$ cat src/snnConv_params.svh
`ifndef SNN_CONV_PARAMS_SVH
`define SNN_CONV_PARAMS_SVH

// bits per signed weight
`define FILTER_WIDTH 8

// rows and columns of the spike window and of the filter
`define WIN_DIM 5

// packet data word, one filter row or one ifmap job
`define DATA_WIDTH 40

// signed accumulator result
`define SUM_WIDTH 16

`endif

$ cat src/snnConvPkg.sv
`include "snnConv_params.svh"

package snnConvPkg;

    typedef logic signed [`FILTER_WIDTH-1:0] weightT;

    // weight c sits at bits 39-8c down to 32-8c
    typedef logic [`DATA_WIDTH-1:0] filterRowT;

    // spike at row r, col c is bit 24-(5r+c)
    typedef logic [`WIN_DIM*`WIN_DIM-1:0] spikeWinT;

    // whatever is left of the data word after the window and the size code
    typedef logic [`DATA_WIDTH-`WIN_DIM*`WIN_DIM-3:0] convLocT;

    typedef logic [1:0] sizeCodeT;  // 0 -> 3x3, 1 -> 4x4, 2/3 -> 5x5
    typedef logic [2:0] rowCodeT;   // 1..5 select rows 0..4
    typedef logic signed [`SUM_WIDTH-1:0] psumT;

    typedef struct packed {
        logic [`DATA_WIDTH-1:0] data;
        logic                   ifmapbFilter;  // 0 ifmap, 1 filter
        rowCodeT                filterRow;
    } packetT;

    typedef struct packed {
        logic [2:0] rowIdx;   // 0 to 4
        filterRowT  weights;
    } filterWrT;

    typedef struct packed {
        spikeWinT spikes;
        convLocT  convLoc;
        sizeCodeT size;
    } convJobT;

    typedef struct packed {
        psumT    psum;
        convLocT convLoc;
    } resultT;

endpackage

$ cat src/filterBank.sv
`timescale 1ns/1ps
`include "snnConv_params.svh"

module filterBank (
    input  logic                             clk,
    input  logic                             rstN,
    input  logic                             filterWrValid,
    input  snnConvPkg::filterWrT             filterWr,
    output logic [`WIN_DIM*`DATA_WIDTH-1:0]  weights
);
    import snnConvPkg::*;

    filterRowT rows [`WIN_DIM];      // stored weight rows
    filterRowT nextRows [`WIN_DIM];  // rows after this cycle's write

    // write-first view of the bank
    always_comb begin
        for (int r = 0; r < `WIN_DIM; r++) begin
            if (filterWrValid && filterWr.rowIdx == 3'(r)) begin
                nextRows[r] = filterWr.weights;
            end else begin
                nextRows[r] = rows[r];
            end
        end
    end

    always_ff @(posedge clk) begin
        if (!rstN) begin
            for (int r = 0; r < `WIN_DIM; r++) begin
                rows[r] <= '0;   // all weights zero out of reset
            end
        end else begin
            for (int r = 0; r < `WIN_DIM; r++) begin
                rows[r] <= nextRows[r];
            end
        end
    end

    // row 0 in the top 40 bits
    always_comb begin
        for (int r = 0; r < `WIN_DIM; r++) begin
            weights[(`WIN_DIM-1-r)*`DATA_WIDTH +: `DATA_WIDTH] = nextRows[r];
        end
    end

    // the splitter must have filtered out codes 0, 6 and 7
    rowIdxInRange: assert property (
        @(posedge clk) disable iff (!rstN)
        filterWrValid |-> (filterWr.rowIdx < 3'(`WIN_DIM))
    ) else $error("filterBank write to row %0d", filterWr.rowIdx);

endmodule

$ cat src/packetSplit.sv
`timescale 1ns/1ps
`include "snnConv_params.svh"

module packetSplit (
    input  logic                 clk,
    input  logic                 rstN,
    input  logic                 pktValid,
    input  snnConvPkg::packetT   pkt,
    output logic                 filterWrValid,
    output snnConvPkg::filterWrT filterWr,
    output logic                 jobValid,
    output snnConvPkg::convJobT  job,
    output logic                 rowError
);
    import snnConvPkg::*;

    logic isFilter;
    logic rowOk;
    logic takeFilter;
    logic takeJob;

    assign isFilter = pkt.ifmapbFilter;

    // only codes 1 to 5 address a weight row
    always_comb begin
        case (pkt.filterRow)
            3'd1, 3'd2, 3'd3, 3'd4, 3'd5: rowOk = 1'b1;
            default:                       rowOk = 1'b0;
        endcase
    end

    assign takeFilter = pktValid && isFilter && rowOk;
    assign takeJob    = pktValid && !isFilter;

    // strobes one cycle after the packet edge
    always_ff @(posedge clk) begin
        if (!rstN) begin
            filterWrValid <= 1'b0;
            jobValid      <= 1'b0;
            rowError      <= 1'b0;
        end else begin
            filterWrValid <= takeFilter;
            jobValid      <= takeJob;
            rowError      <= pktValid && isFilter && !rowOk;  // bad row is dropped
        end
    end

    // filter row write payload
    always_ff @(posedge clk) begin
        if (takeFilter) begin
            filterWr.rowIdx  <= pkt.filterRow - 3'd1;
            filterWr.weights <= pkt.data;
        end
    end

    // ifmap job fields
    always_ff @(posedge clk) begin
        if (takeJob) begin
            job.spikes  <= pkt.data[`DATA_WIDTH-1 -: `WIN_DIM*`WIN_DIM];
            job.convLoc <= pkt.data[(`DATA_WIDTH-`WIN_DIM*`WIN_DIM-1):2];
            job.size    <= pkt.data[1:0];
        end
    end

    // a packet goes to exactly one place so the three strobes never overlap
    onlyOneStrobe: assert property (
        @(posedge clk) disable iff (!rstN)
        $onehot0({filterWrValid, jobValid, rowError})
    ) else $error("packetSplit raised more than one output strobe");

endmodule

$ cat src/snnConvTop.sv
`timescale 1ns/1ps
`include "snnConv_params.svh"

module snnConvTop (
    input  logic                 clk,
    input  logic                 rstN,
    input  logic                 pktValid,
    input  snnConvPkg::packetT   pkt,
    output logic                 resValid,
    output snnConvPkg::resultT   res,
    output logic                 rowError
);
    import snnConvPkg::*;

    logic                            filterWrValid;
    filterWrT                        filterWr;
    logic                            jobValid;
    convJobT                         job;
    logic [`WIN_DIM*`DATA_WIDTH-1:0] weights;   // five rows, row 0 on top

    // packet front end
    packetSplit i_packetSplit (
        .clk           (clk),
        .rstN          (rstN),
        .pktValid      (pktValid),
        .pkt           (pkt),
        .filterWrValid (filterWrValid),
        .filterWr      (filterWr),
        .jobValid      (jobValid),
        .job           (job),
        .rowError      (rowError)
    );

    filterBank i_filterBank (
        .clk           (clk),
        .rstN          (rstN),
        .filterWrValid (filterWrValid),
        .filterWr      (filterWr),
        .weights       (weights)
    );

    // two stages behind the splitter
    spikeConvMac i_spikeConvMac (
        .clk      (clk),
        .rstN     (rstN),
        .jobValid (jobValid),
        .job      (job),
        .weights  (weights),
        .resValid (resValid),
        .res      (res)
    );

endmodule

$ cat src/spikeConvMac.sv
`timescale 1ns/1ps
`include "snnConv_params.svh"

module spikeConvMac (
    input  logic                             clk,
    input  logic                             rstN,
    input  logic                             jobValid,
    input  snnConvPkg::convJobT              job,
    input  logic [`WIN_DIM*`DATA_WIDTH-1:0]  weights,
    output logic                             resValid,
    output snnConvPkg::resultT               res
);
    import snnConvPkg::*;

    logic [`WIN_DIM-1:0] kMask;          // bit i set when row/col i is inside k
    psumT                rowSum [`WIN_DIM];
    psumT                rowSumQ [`WIN_DIM];
    convLocT             locQ;
    logic                validQ;
    psumT                total;

    // weight at row r, col c of the packed bank
    function automatic weightT weightAt(
        input logic [`WIN_DIM*`DATA_WIDTH-1:0] bank,
        input int                               r,
        input int                               c
    );
        weightAt = weightT'(
            bank[(`WIN_DIM-1-r)*`DATA_WIDTH + (`WIN_DIM-1-c)*`FILTER_WIDTH +: `FILTER_WIDTH]
        );
    endfunction

    // size code picks the top-left k-by-k corner
    always_comb begin
        case (job.size)
            2'd0:    kMask = 5'b00111;  // 3x3
            2'd1:    kMask = 5'b01111;  // 4x4
            default: kMask = 5'b11111;  // 2 and 3 both mean 5x5
        endcase
    end

    // masked spike-weighted sum per row
    always_comb begin
        for (int r = 0; r < `WIN_DIM; r++) begin
            rowSum[r] = '0;
            for (int c = 0; c < `WIN_DIM; c++) begin
                if (kMask[r] && kMask[c]
                        && job.spikes[(`WIN_DIM*`WIN_DIM-1) - (`WIN_DIM*r + c)]) begin
                    rowSum[r] = rowSum[r] + psumT'(weightAt(weights, r, c));  // sign extend
                end
            end
        end
    end

    // stage 1
    always_ff @(posedge clk) begin
        if (!rstN) begin
            validQ <= 1'b0;
        end else begin
            validQ <= jobValid;
        end
    end

    always_ff @(posedge clk) begin
        if (jobValid) begin
            for (int r = 0; r < `WIN_DIM; r++) begin
                rowSumQ[r] <= rowSum[r];
            end
            locQ <= job.convLoc;
        end
    end

    // fold the row sums
    always_comb begin
        total = '0;
        for (int r = 0; r < `WIN_DIM; r++) begin
            total = total + rowSumQ[r];
        end
    end

    // stage 2
    always_ff @(posedge clk) begin
        if (!rstN) begin
            resValid <= 1'b0;
        end else begin
            resValid <= validQ;
        end
    end

    always_ff @(posedge clk) begin
        if (validQ) begin
            res.psum    <= total;
            res.convLoc <= locQ;   // tag rides along unchanged
        end
    end

    // fixed two-stage latency, no bubbles and no drops
    fixedLatency: assert property (
        @(posedge clk) disable iff (!rstN)
        resValid == $past(jobValid, 2)
    ) else $error("spikeConvMac resValid out of step with jobValid");

endmodule

$ cat config.mk
export PLATFORM = sky130hd
export DESIGN_NAME = snnConvTop
export DESIGN_NICKNAME = d
export VERILOG_FILES = /design/src/snnConvPkg.sv /design/src/filterBank.sv /design/src/packetSplit.sv /design/src/snnConvTop.sv /design/src/spikeConvMac.sv
export VERILOG_INCLUDE_DIRS = /design/src
export SDC_FILE = /design/constraint.sdc
export NUM_CORES = 1
export LEC_CHECK = 0
export BUFFER_PORTS_ARGS = -buffer_cell sky130_fd_sc_hd__buf_2
export CORE_ASPECT_RATIO = 1.4
export CORE_MARGIN = 5
export CORE_UTILIZATION = 60
export DETAILED_ROUTE_END_ITERATION = 8
export PLACE_DENSITY = 0.77
export SLEW_MARGIN = 15
export SYNTH_ARGS = -nofsm -noshare
export SYNTH_HDL_FRONTEND = slang
export SYNTH_SLANG_ARGS = --single-unit
$ cat constraint.sdc
create_clock -name clk -period 17.1 [get_ports clk]
set_clock_uncertainty 0.15 [all_clocks]
set_input_delay 2.565 -clock clk [delete_from_list [all_inputs] [get_ports clk]]
set_output_delay 2.565 -clock clk [all_outputs]
set_load 0.01 [all_outputs]
==> results.json, run 1 <==
{
  "vias_per_cell": 6.24,
  "detailedRoute.firstIterationViolations": 1520,
  "clockBufferDepth": 3,
  "crit_path_start_kind": "flop",
  "final_min_period_over_clock_period_pct": 61.1,
  "start_util_pct": 60.7,
  "asyncSetResetFlopFracSynth_pct": 0,
  "setup.worst_path.class": "reg2reg",
  "rr_worst_depth": 38,
  "htreeDepth": 2,
  "timing.critical_path.slowest_cell_delay_ns": 0.73,
  "finalNetCount": 3750,
  "utilization_pct": 65.3,
  "synth-main-ff-cell": "edfxtp_1",
  "routabilityCongestion": 0.960,
  "drt_pass1_iterations": 5,
  "cts-resized-gates": 0,
  "drt_wl_total_mm": 91.2,
  "timing.final.setup_violations": 0,
  "reg_to_reg_setup_timing_slack_ns": 6.65,
  "synth_area_leaders": "edfxtp_1 19%, dfxtp_1 13%, ha_1 11%, mux2_2 7.1%, fa_1 4.4%",
  "io_pins": 78,
  "synth_largest_type_area_fraction_pct": 19.4,
  "reg2reg_to": "i_spikeConvMac.rowSumQ[0][63]$_DFFE_PP_",
  "io_buffers": 77,
  "synth_enable_flop_cells": 205,
  "max_freq_mhz": 95.7,
  "ys.warnings.count": 0,
  "crit_path_end_kind": "flop",
  "max-slew-margin-rel_pct": 24.4,
  "critPathMaxFanout": 28,
  "vias_in_the_first_global_route": 25081,
  "tritoncts": "done",
  "post_synth_inst_count": 3323,
  "cap_violations": 0,
  "period_minus_slack_ns": 10.45,
  "syn-mean-instance-area_um2": 9.54,
  "leakage_power_summed_over_all_cells_nw": 15.2,
  "grt_busiest_layer": "met2",
  "worst_setup_path_startpoint": "i_packetSplit.job[1]$_DFFE_PP_",
  "report.final.hold_viol_count": 0,
  "grt_max_degree": 108,
  "arrival_time_of_data_at_the_critical_path_endpoint_ns": 10.63,
  "placeableCoreArea_um2": 52300,
  "rsz0062_at_grt": "false",
  "tightestPinTransition_ns": 1.13,
  "regToRegStartpoint": "i_packetSplit.job[1]$_DFFE_PP_",
  "use_met2_pct": 52.2,
  "global_route.usage.total_pct": 31.0,
  "die_w_um": 204,
  "global_route.overflow_total": 0,
  "chipHeight_um": 282,
  "met1_usage_pct": 37.1,
  "synth_fp_nets": 3719,
  "number_of_hold_buffers_added_after_cts": 0,
  "row_cnt": 99,
  "drc": 0,
  "ratio_of_cells_with_drive_above_1_in_the_final_layout_pct": 12.2,
  "worst_vdd_rail_ir_drop_v": 0.0000847,
  "post_cts_setup_repair_buffer_count": 0,
  "cts.sink_count": 410,
  "dp_hpwl_mm": 67.9,
  "ys_seq_area_share_pct": 32.4,
  "postRouteAntennaNets": 0,
  "cts-buffers-inserted": 42,
  "syn-cell-area_um2": 31700,
  "detailroute.via_count": 25611,
  "synth.largest_area_cell": "edfxtp_1",
  "routed_wire_length_per_instance_um": 22.2,
  "worst_hold_path_type": "reg2reg",
  "antenna_found_initial": 5,
  "yosys_register_bits": 410,
  "cp.required_ns": 17.28,
  "clock_latency_ns": 0.59,
  "grt_pass1_wl_mm": 140,
  "area_growth_pct": 7.71,
  "clkSlewWorstSetupHoldPaths_ns": 0.06,
  "tns_ns": 0,
  "setup_crit_end": "i_spikeConvMac.rowSumQ[0][63]$_DFFE_PP_",
  "die_area_um2": 57600,
  "fillers": 4272,
  "cts_root_buffer": "clkbuf_16",
  "cp_slowest_cell": "or2_1",
  "yosys.cell_types.count": 96,
  "run_status": "completed",
  "final-max-slew-violation-count": 0,
  "groute.layer.met3.usage_pct": 4.98,
  "powerDensity_nw_per_um2": 74.0
}
==> power breakdown <==
group / switching (W) / leakage [nW] / internal, W
clock: 0.000411 / 0.696 / 0.000533
sequential: 0.0000483 / 3.56 / 0.00108
combinational: 0.000274 / 10.9 / 0.000184
==> worst min-delay path by stage <==
stage,startpoint,to,depth (start not counted)
after floorplan,i_packetSplit.job[2]$_DFFE_PP_,i_spikeConvMac.locQ[0]$_DFFE_PP_,0
after global placement,i_packetSplit.job[11]$_DFFE_PP_,i_spikeConvMac.locQ[9]$_DFFE_PP_,0
after detailed placement,i_packetSplit.job[9]$_DFFE_PP_,i_spikeConvMac.locQ[7]$_DFFE_PP_,0
after CTS,i_spikeConvMac.locQ[9]$_DFFE_PP_,i_spikeConvMac.res[9]$_DFFE_PP_,0
after global routing,i_packetSplit.job[12]$_DFFE_PP_,i_spikeConvMac.locQ[10]$_DFFE_PP_,0
final,i_spikeConvMac.locQ[9]$_DFFE_PP_,i_spikeConvMac.res[9]$_DFFE_PP_,0
==> flip-flops by register name, summed over array words and instances, names as in the netlist <==
register,cells
i_filterBank.rows,200
i_packetSplit.filterWr,43
i_packetSplit.filterWrValid,1
i_packetSplit.job,40
i_packetSplit.jobValid,1
i_packetSplit.rowError,1
i_spikeConvMac.locQ,13
i_spikeConvMac.res,29
i_spikeConvMac.resValid,1
i_spikeConvMac.rowSumQ,80
i_spikeConvMac.validQ,1
==> routing by layer <==
layer | part of all wire (%) | vias to the layer above
li1 | - | 12154
met1 | 40 | 12329
met2 | 47 | 861
met3 | 5.9 | 265
met4 | 7.4 | 2
met5 | 0.014 | -
==> final cells by class <==
| class | count | area [µm²] | area share [%] |
|---|---|---|---|
| antenna | 8 | 20.0 | 0.0586 |
| clock buffer | 55 | 1200 | 3.52 |
| clock inverter | 22 | 200 | 0.586 |
| inverter | 164 | 616 | 1.80 |
| multi-input combinational | 2640 | 20400 | 59.8 |
| sequential | 410 | 10300 | 30.1 |
| tap | 707 | 885 | 2.59 |
| timing repair buffer | 96 | 531 | 1.55 |
==> cells by family (layout without fill, tap and decap cells) <==
kind of cell	count (synthesis)	count (layout)	synth area share [%]
simple gates	970	970	15.6
other cells	0	8	0
compound gates	789	789	16.4
mux	308	308	10.6
xor+xnor	219	219	6.22
fa+ha+maj	354	354	15.6
flops	410	410	32.4
buf+inv	273	337	3.30
==> stage by stage <==
step / worst slack (ns) / area (µm²) / total power [W] / hold WS [ns] / instances
after floorplan: 8.09 / 31700 / 0.00145 / 0.250 / 3323
after global placement: 7.16 / 32700 / 0.00158 / 0.251 / 4017
after detailed placement: 6.93 / 32700 / 0.00159 / 0.255 / 4017
after CTS: 6.91 / 34100 / 0.00254 / 0.266 / 4094
after global routing: 5.96 / 34100 / 0.00263 / 0.271 / 4099
final: 6.65 / 34200 / 0.00253 / 0.267 / 4102
==> layout by cell type (no fill, tap or decap), types with 32 or more instances in the layout <==
cell type and count:
a211oi_1 33, a21o_1 82, a21oi_1 210, and2_1 156, and3_1 32, buf_2 76
clkbuf_16 45, dfxtp_1 203, edfxtp_1 205, fa_1 69, ha_1 280, inv_1 163
mux2_2 200, mux2i_1 104, nand2_1 190, nand2b_1 34, nand3_1 49, nor2_1 233
nor2b_1 96, nor3_1 72, o21a_1 51, o21ai_0 146, xnor2_1 139, xor2_1 76
==> synthesized netlist by cell type (all sizes together), types with 12 or more instances <==
cell type    n
ha         280
nor2       234
a21oi      212
dfxtp      205
edfxtp     205
mux2       201
nand2      190
inv        163
and2       157
o21ai      156
xnor2      139
mux2i      106
nor2b       97
clkbuf      89
a21o        82
xor2        76
nor3        72
fa          69
o21a        51
nand3       49
a211oi      35
nand2b      34
and3        32
a31oi       28
or3         28
buf         20
o31ai       20
o21bai      19
o211ai      18
nor4        17
o22ai       17
or2         17
a21boi      15
o41ai       12
==> critical path, delay by kind of cell (launching register included) <==
kind                     cells  cell delay [ns]
AND/OR/NAND/NOR             13             3.07
flip-flops                   1             0.32
AO/OA/AOI/OAI               11             3.32
adder cells (fa/ha/maj)      5             1.54
XOR/XNOR                     5             1.19
buffers and inverters        4             0.59
(Power assumes the default switching activity.)
==> run 2, diff against run 1 <==
clock period = 10.31 ns   (was 17.1 ns; I/O delays follow)
==> run 2 against run 1 <==
  * Final area is 0.58% higher
  * Total power increased by 73%
  * Register-to-register slack worse by 5.7 ns
  * Largest power group unchanged
  * Highest routed layer is now met4
  * Flip-flop and latch count unchanged
  * First-iteration DRC count is 4.3% higher
  * Largest cell class unchanged
  * Worst hold slack improved by 0.0023 ns
  * Clock power grew 86%
==> results.json, run 2 (synthesized netlist as in run 1, its figures left out) <==
{
  "rsz0062_at_grt": "false",
  "crit_path_end_kind": "flop",
  "most_common_cell_after_layout_fill_and_taps_aside": "ha_1",
  "hold_crit_start": "i_spikeConvMac.locQ[10]$_DFFE_PP_",
  "run_status": "completed",
  "die_w_um": 204,
  "drt_pass1_iterations": 6,
  "antenna_found_initial": 2,
  "clkSlewWorstSetupHoldPaths_ns": 0.06,
  "tritoncts": "done",
  "max_freq_mhz": 107,
  "placeableCoreArea_um2": 52300,
  "regArea_um2": 10300,
  "detailroute.via_count": 25407,
  "row_cnt": 99,
  "critPathMaxFanout": 8,
  "tightestPinTransition_ns": 0.979,
  "vias_in_the_first_global_route": 25101,
  "report.final.hold_viol_count": 0,
  "finalNetCount": 3750,
  "area_occupied_by_multi_input_gates_um2": 20400,
  "fillers": 4230,
  "clockBufferDepth": 3,
  "ratio_of_cells_with_drive_above_1_in_the_final_layout_pct": 12.3,
  "io_buffers": 77,
  "postRouteAntennaNets": 0,
  "tns_ns": 0,
  "global_route.usage.total_pct": 30.3,
  "final-max-slew-violation-count": 0,
  "drt_wl_total_mm": 88.9,
  "routed_wire_length_per_instance_um": 21.7,
  "worst_hold_path_type": "reg2reg",
  "period_minus_slack_ns": 9.38,
  "detailedRoute.firstIterationViolations": 1586,
  "vias_per_cell": 6.20,
  "io_pins": 78,
  "grt_max_degree": 105,
  "crit_path_start_kind": "flop",
  "cp_top_family": "compound AO/OA/AOI/OAI gates",
  "timing.critical_path.slowest_cell_delay_ns": 0.56,
  "setup.worst_path.class": "reg2reg",
  "cts_root_buffer": "clkbuf_16",
  "routabilityCongestion": 0.952,
  "leakage_power_summed_over_all_cells_nw": 15.2,
  "cap_violations": 0,
  "timing.final.setup_violations": 0,
  "cts-buffers-inserted": 43,
  "max-slew-margin-rel_pct": 34.7,
  "clock_latency_ns": 0.60,
  "fin_ws_ns": 0.932,
  "worst_setup_path_startpoint": "i_packetSplit.filterWr[42]$_DFFE_PP_",
  "dp_hpwl_mm": 67.0,
  "cp_slowest_cell": "nand4b_1",
  "drc": 0,
  "chipHeight_um": 282,
  "htreeDepth": 2,
  "largest_register_ff_count": 200,
  "worst_vdd_rail_ir_drop_v": 0.000139,
  "regToRegStartpoint": "i_packetSplit.filterWr[42]$_DFFE_PP_",
  "cts.sink_count": 410,
  "powerDensity_nw_per_um2": 128,
  "timing.critical_path.buf_inv": 3,
  "max_flop_register": "i_filterBank.rows",
  "arrival_time_of_data_at_the_critical_path_endpoint_ns": 9.54,
  "global_route.overflow_total": 0,
  "cp.required_ns": 10.47,
  "die_area_um2": 57600,
  "grt_pass1_wl_mm": 138,
  "detailedPlace.worstSlack_ns": 0.914,
  "number_of_hold_buffers_added_after_cts": 0,
  "start_util_pct": 60.7,
  "area_growth_pct": 8.33,
  "final_cell_mix": "280 x ha_1, 233 x nor2_1, 210 x a21oi_1, 205 x edfxtp_1, 203 x dfxtp_1",
  "final_min_period_over_clock_period_pct": 91.0,
  "biggestRegsByFlops": "i_filterBank.rows (200), i_spikeConvMac.rowSumQ (80), i_packetSplit.filterWr (43)"
}
run 2: what timing repair did:
item | CTS | global route
buffers inserted | 0 | 0
gates resized for setup | 0 | 1
setup endpoints to repair | 0 | 1
run 2: area by class of cell:
cell class	instances	area share [%]
Timing Repair Buffer	95	1.52
Multi-Input combinational cell	2640	59.5
Clock inverter	15	0.743
Antenna cell	1	0.00728
Sequential cell	410	29.9
Inverter	164	1.79
Clock buffer	65	3.97
Tap cell	707	2.58
run 2: per-layer routing:
metal	GRT usage [%]	part of all wire, %	up-vias
li1	-	-	12132
met1	37.0	40	12241
met2	51.4	47	802
met3	4.16	5.7	232
met4	17.8	7.0	0
met5	0	0	-
run 2: path summary, 6_finish.rpt:
kind / end / slack [ns] / cells past startpoint
max: i_spikeConvMac.rowSumQ[0][63]$_DFFE_PP_ / 0.93 / 39
min reg2reg: i_spikeConvMac.res[10]$_DFFE_PP_ / 0.27 / 0
min: i_spikeConvMac.res[10]$_DFFE_PP_ / 0.27 / 0
max reg2reg: i_spikeConvMac.rowSumQ[0][63]$_DFFE_PP_ / 0.93 / 39
run 2: where the power goes:
part	switching (W)	internal [W]	total, W
clock	0.000688	0.00107	0.00176
combinational	0.000447	0.000304	0.000751
sequential	0.0000836	0.00179	0.00187
run 2: stage by stage:
step | area, µm² | utilization, % | power [W] | instances | hold WS, ns
2_1_floorplan | 31700 | - | 0.00240 | 3323 | 0.250
3_3_place_gp | 32700 | 62.6 | 0.00261 | 4016 | 0.251
3_5_place_dp | 32700 | 62.6 | 0.00264 | 4016 | 0.257
4_1_cts | 34300 | 65.7 | 0.00440 | 4096 | 0.271
5_1_grt | 34300 | 65.7 | 0.00455 | 4096 | 0.280
6_report | 34400 | 65.7 | 0.00438 | 4097 | 0.270
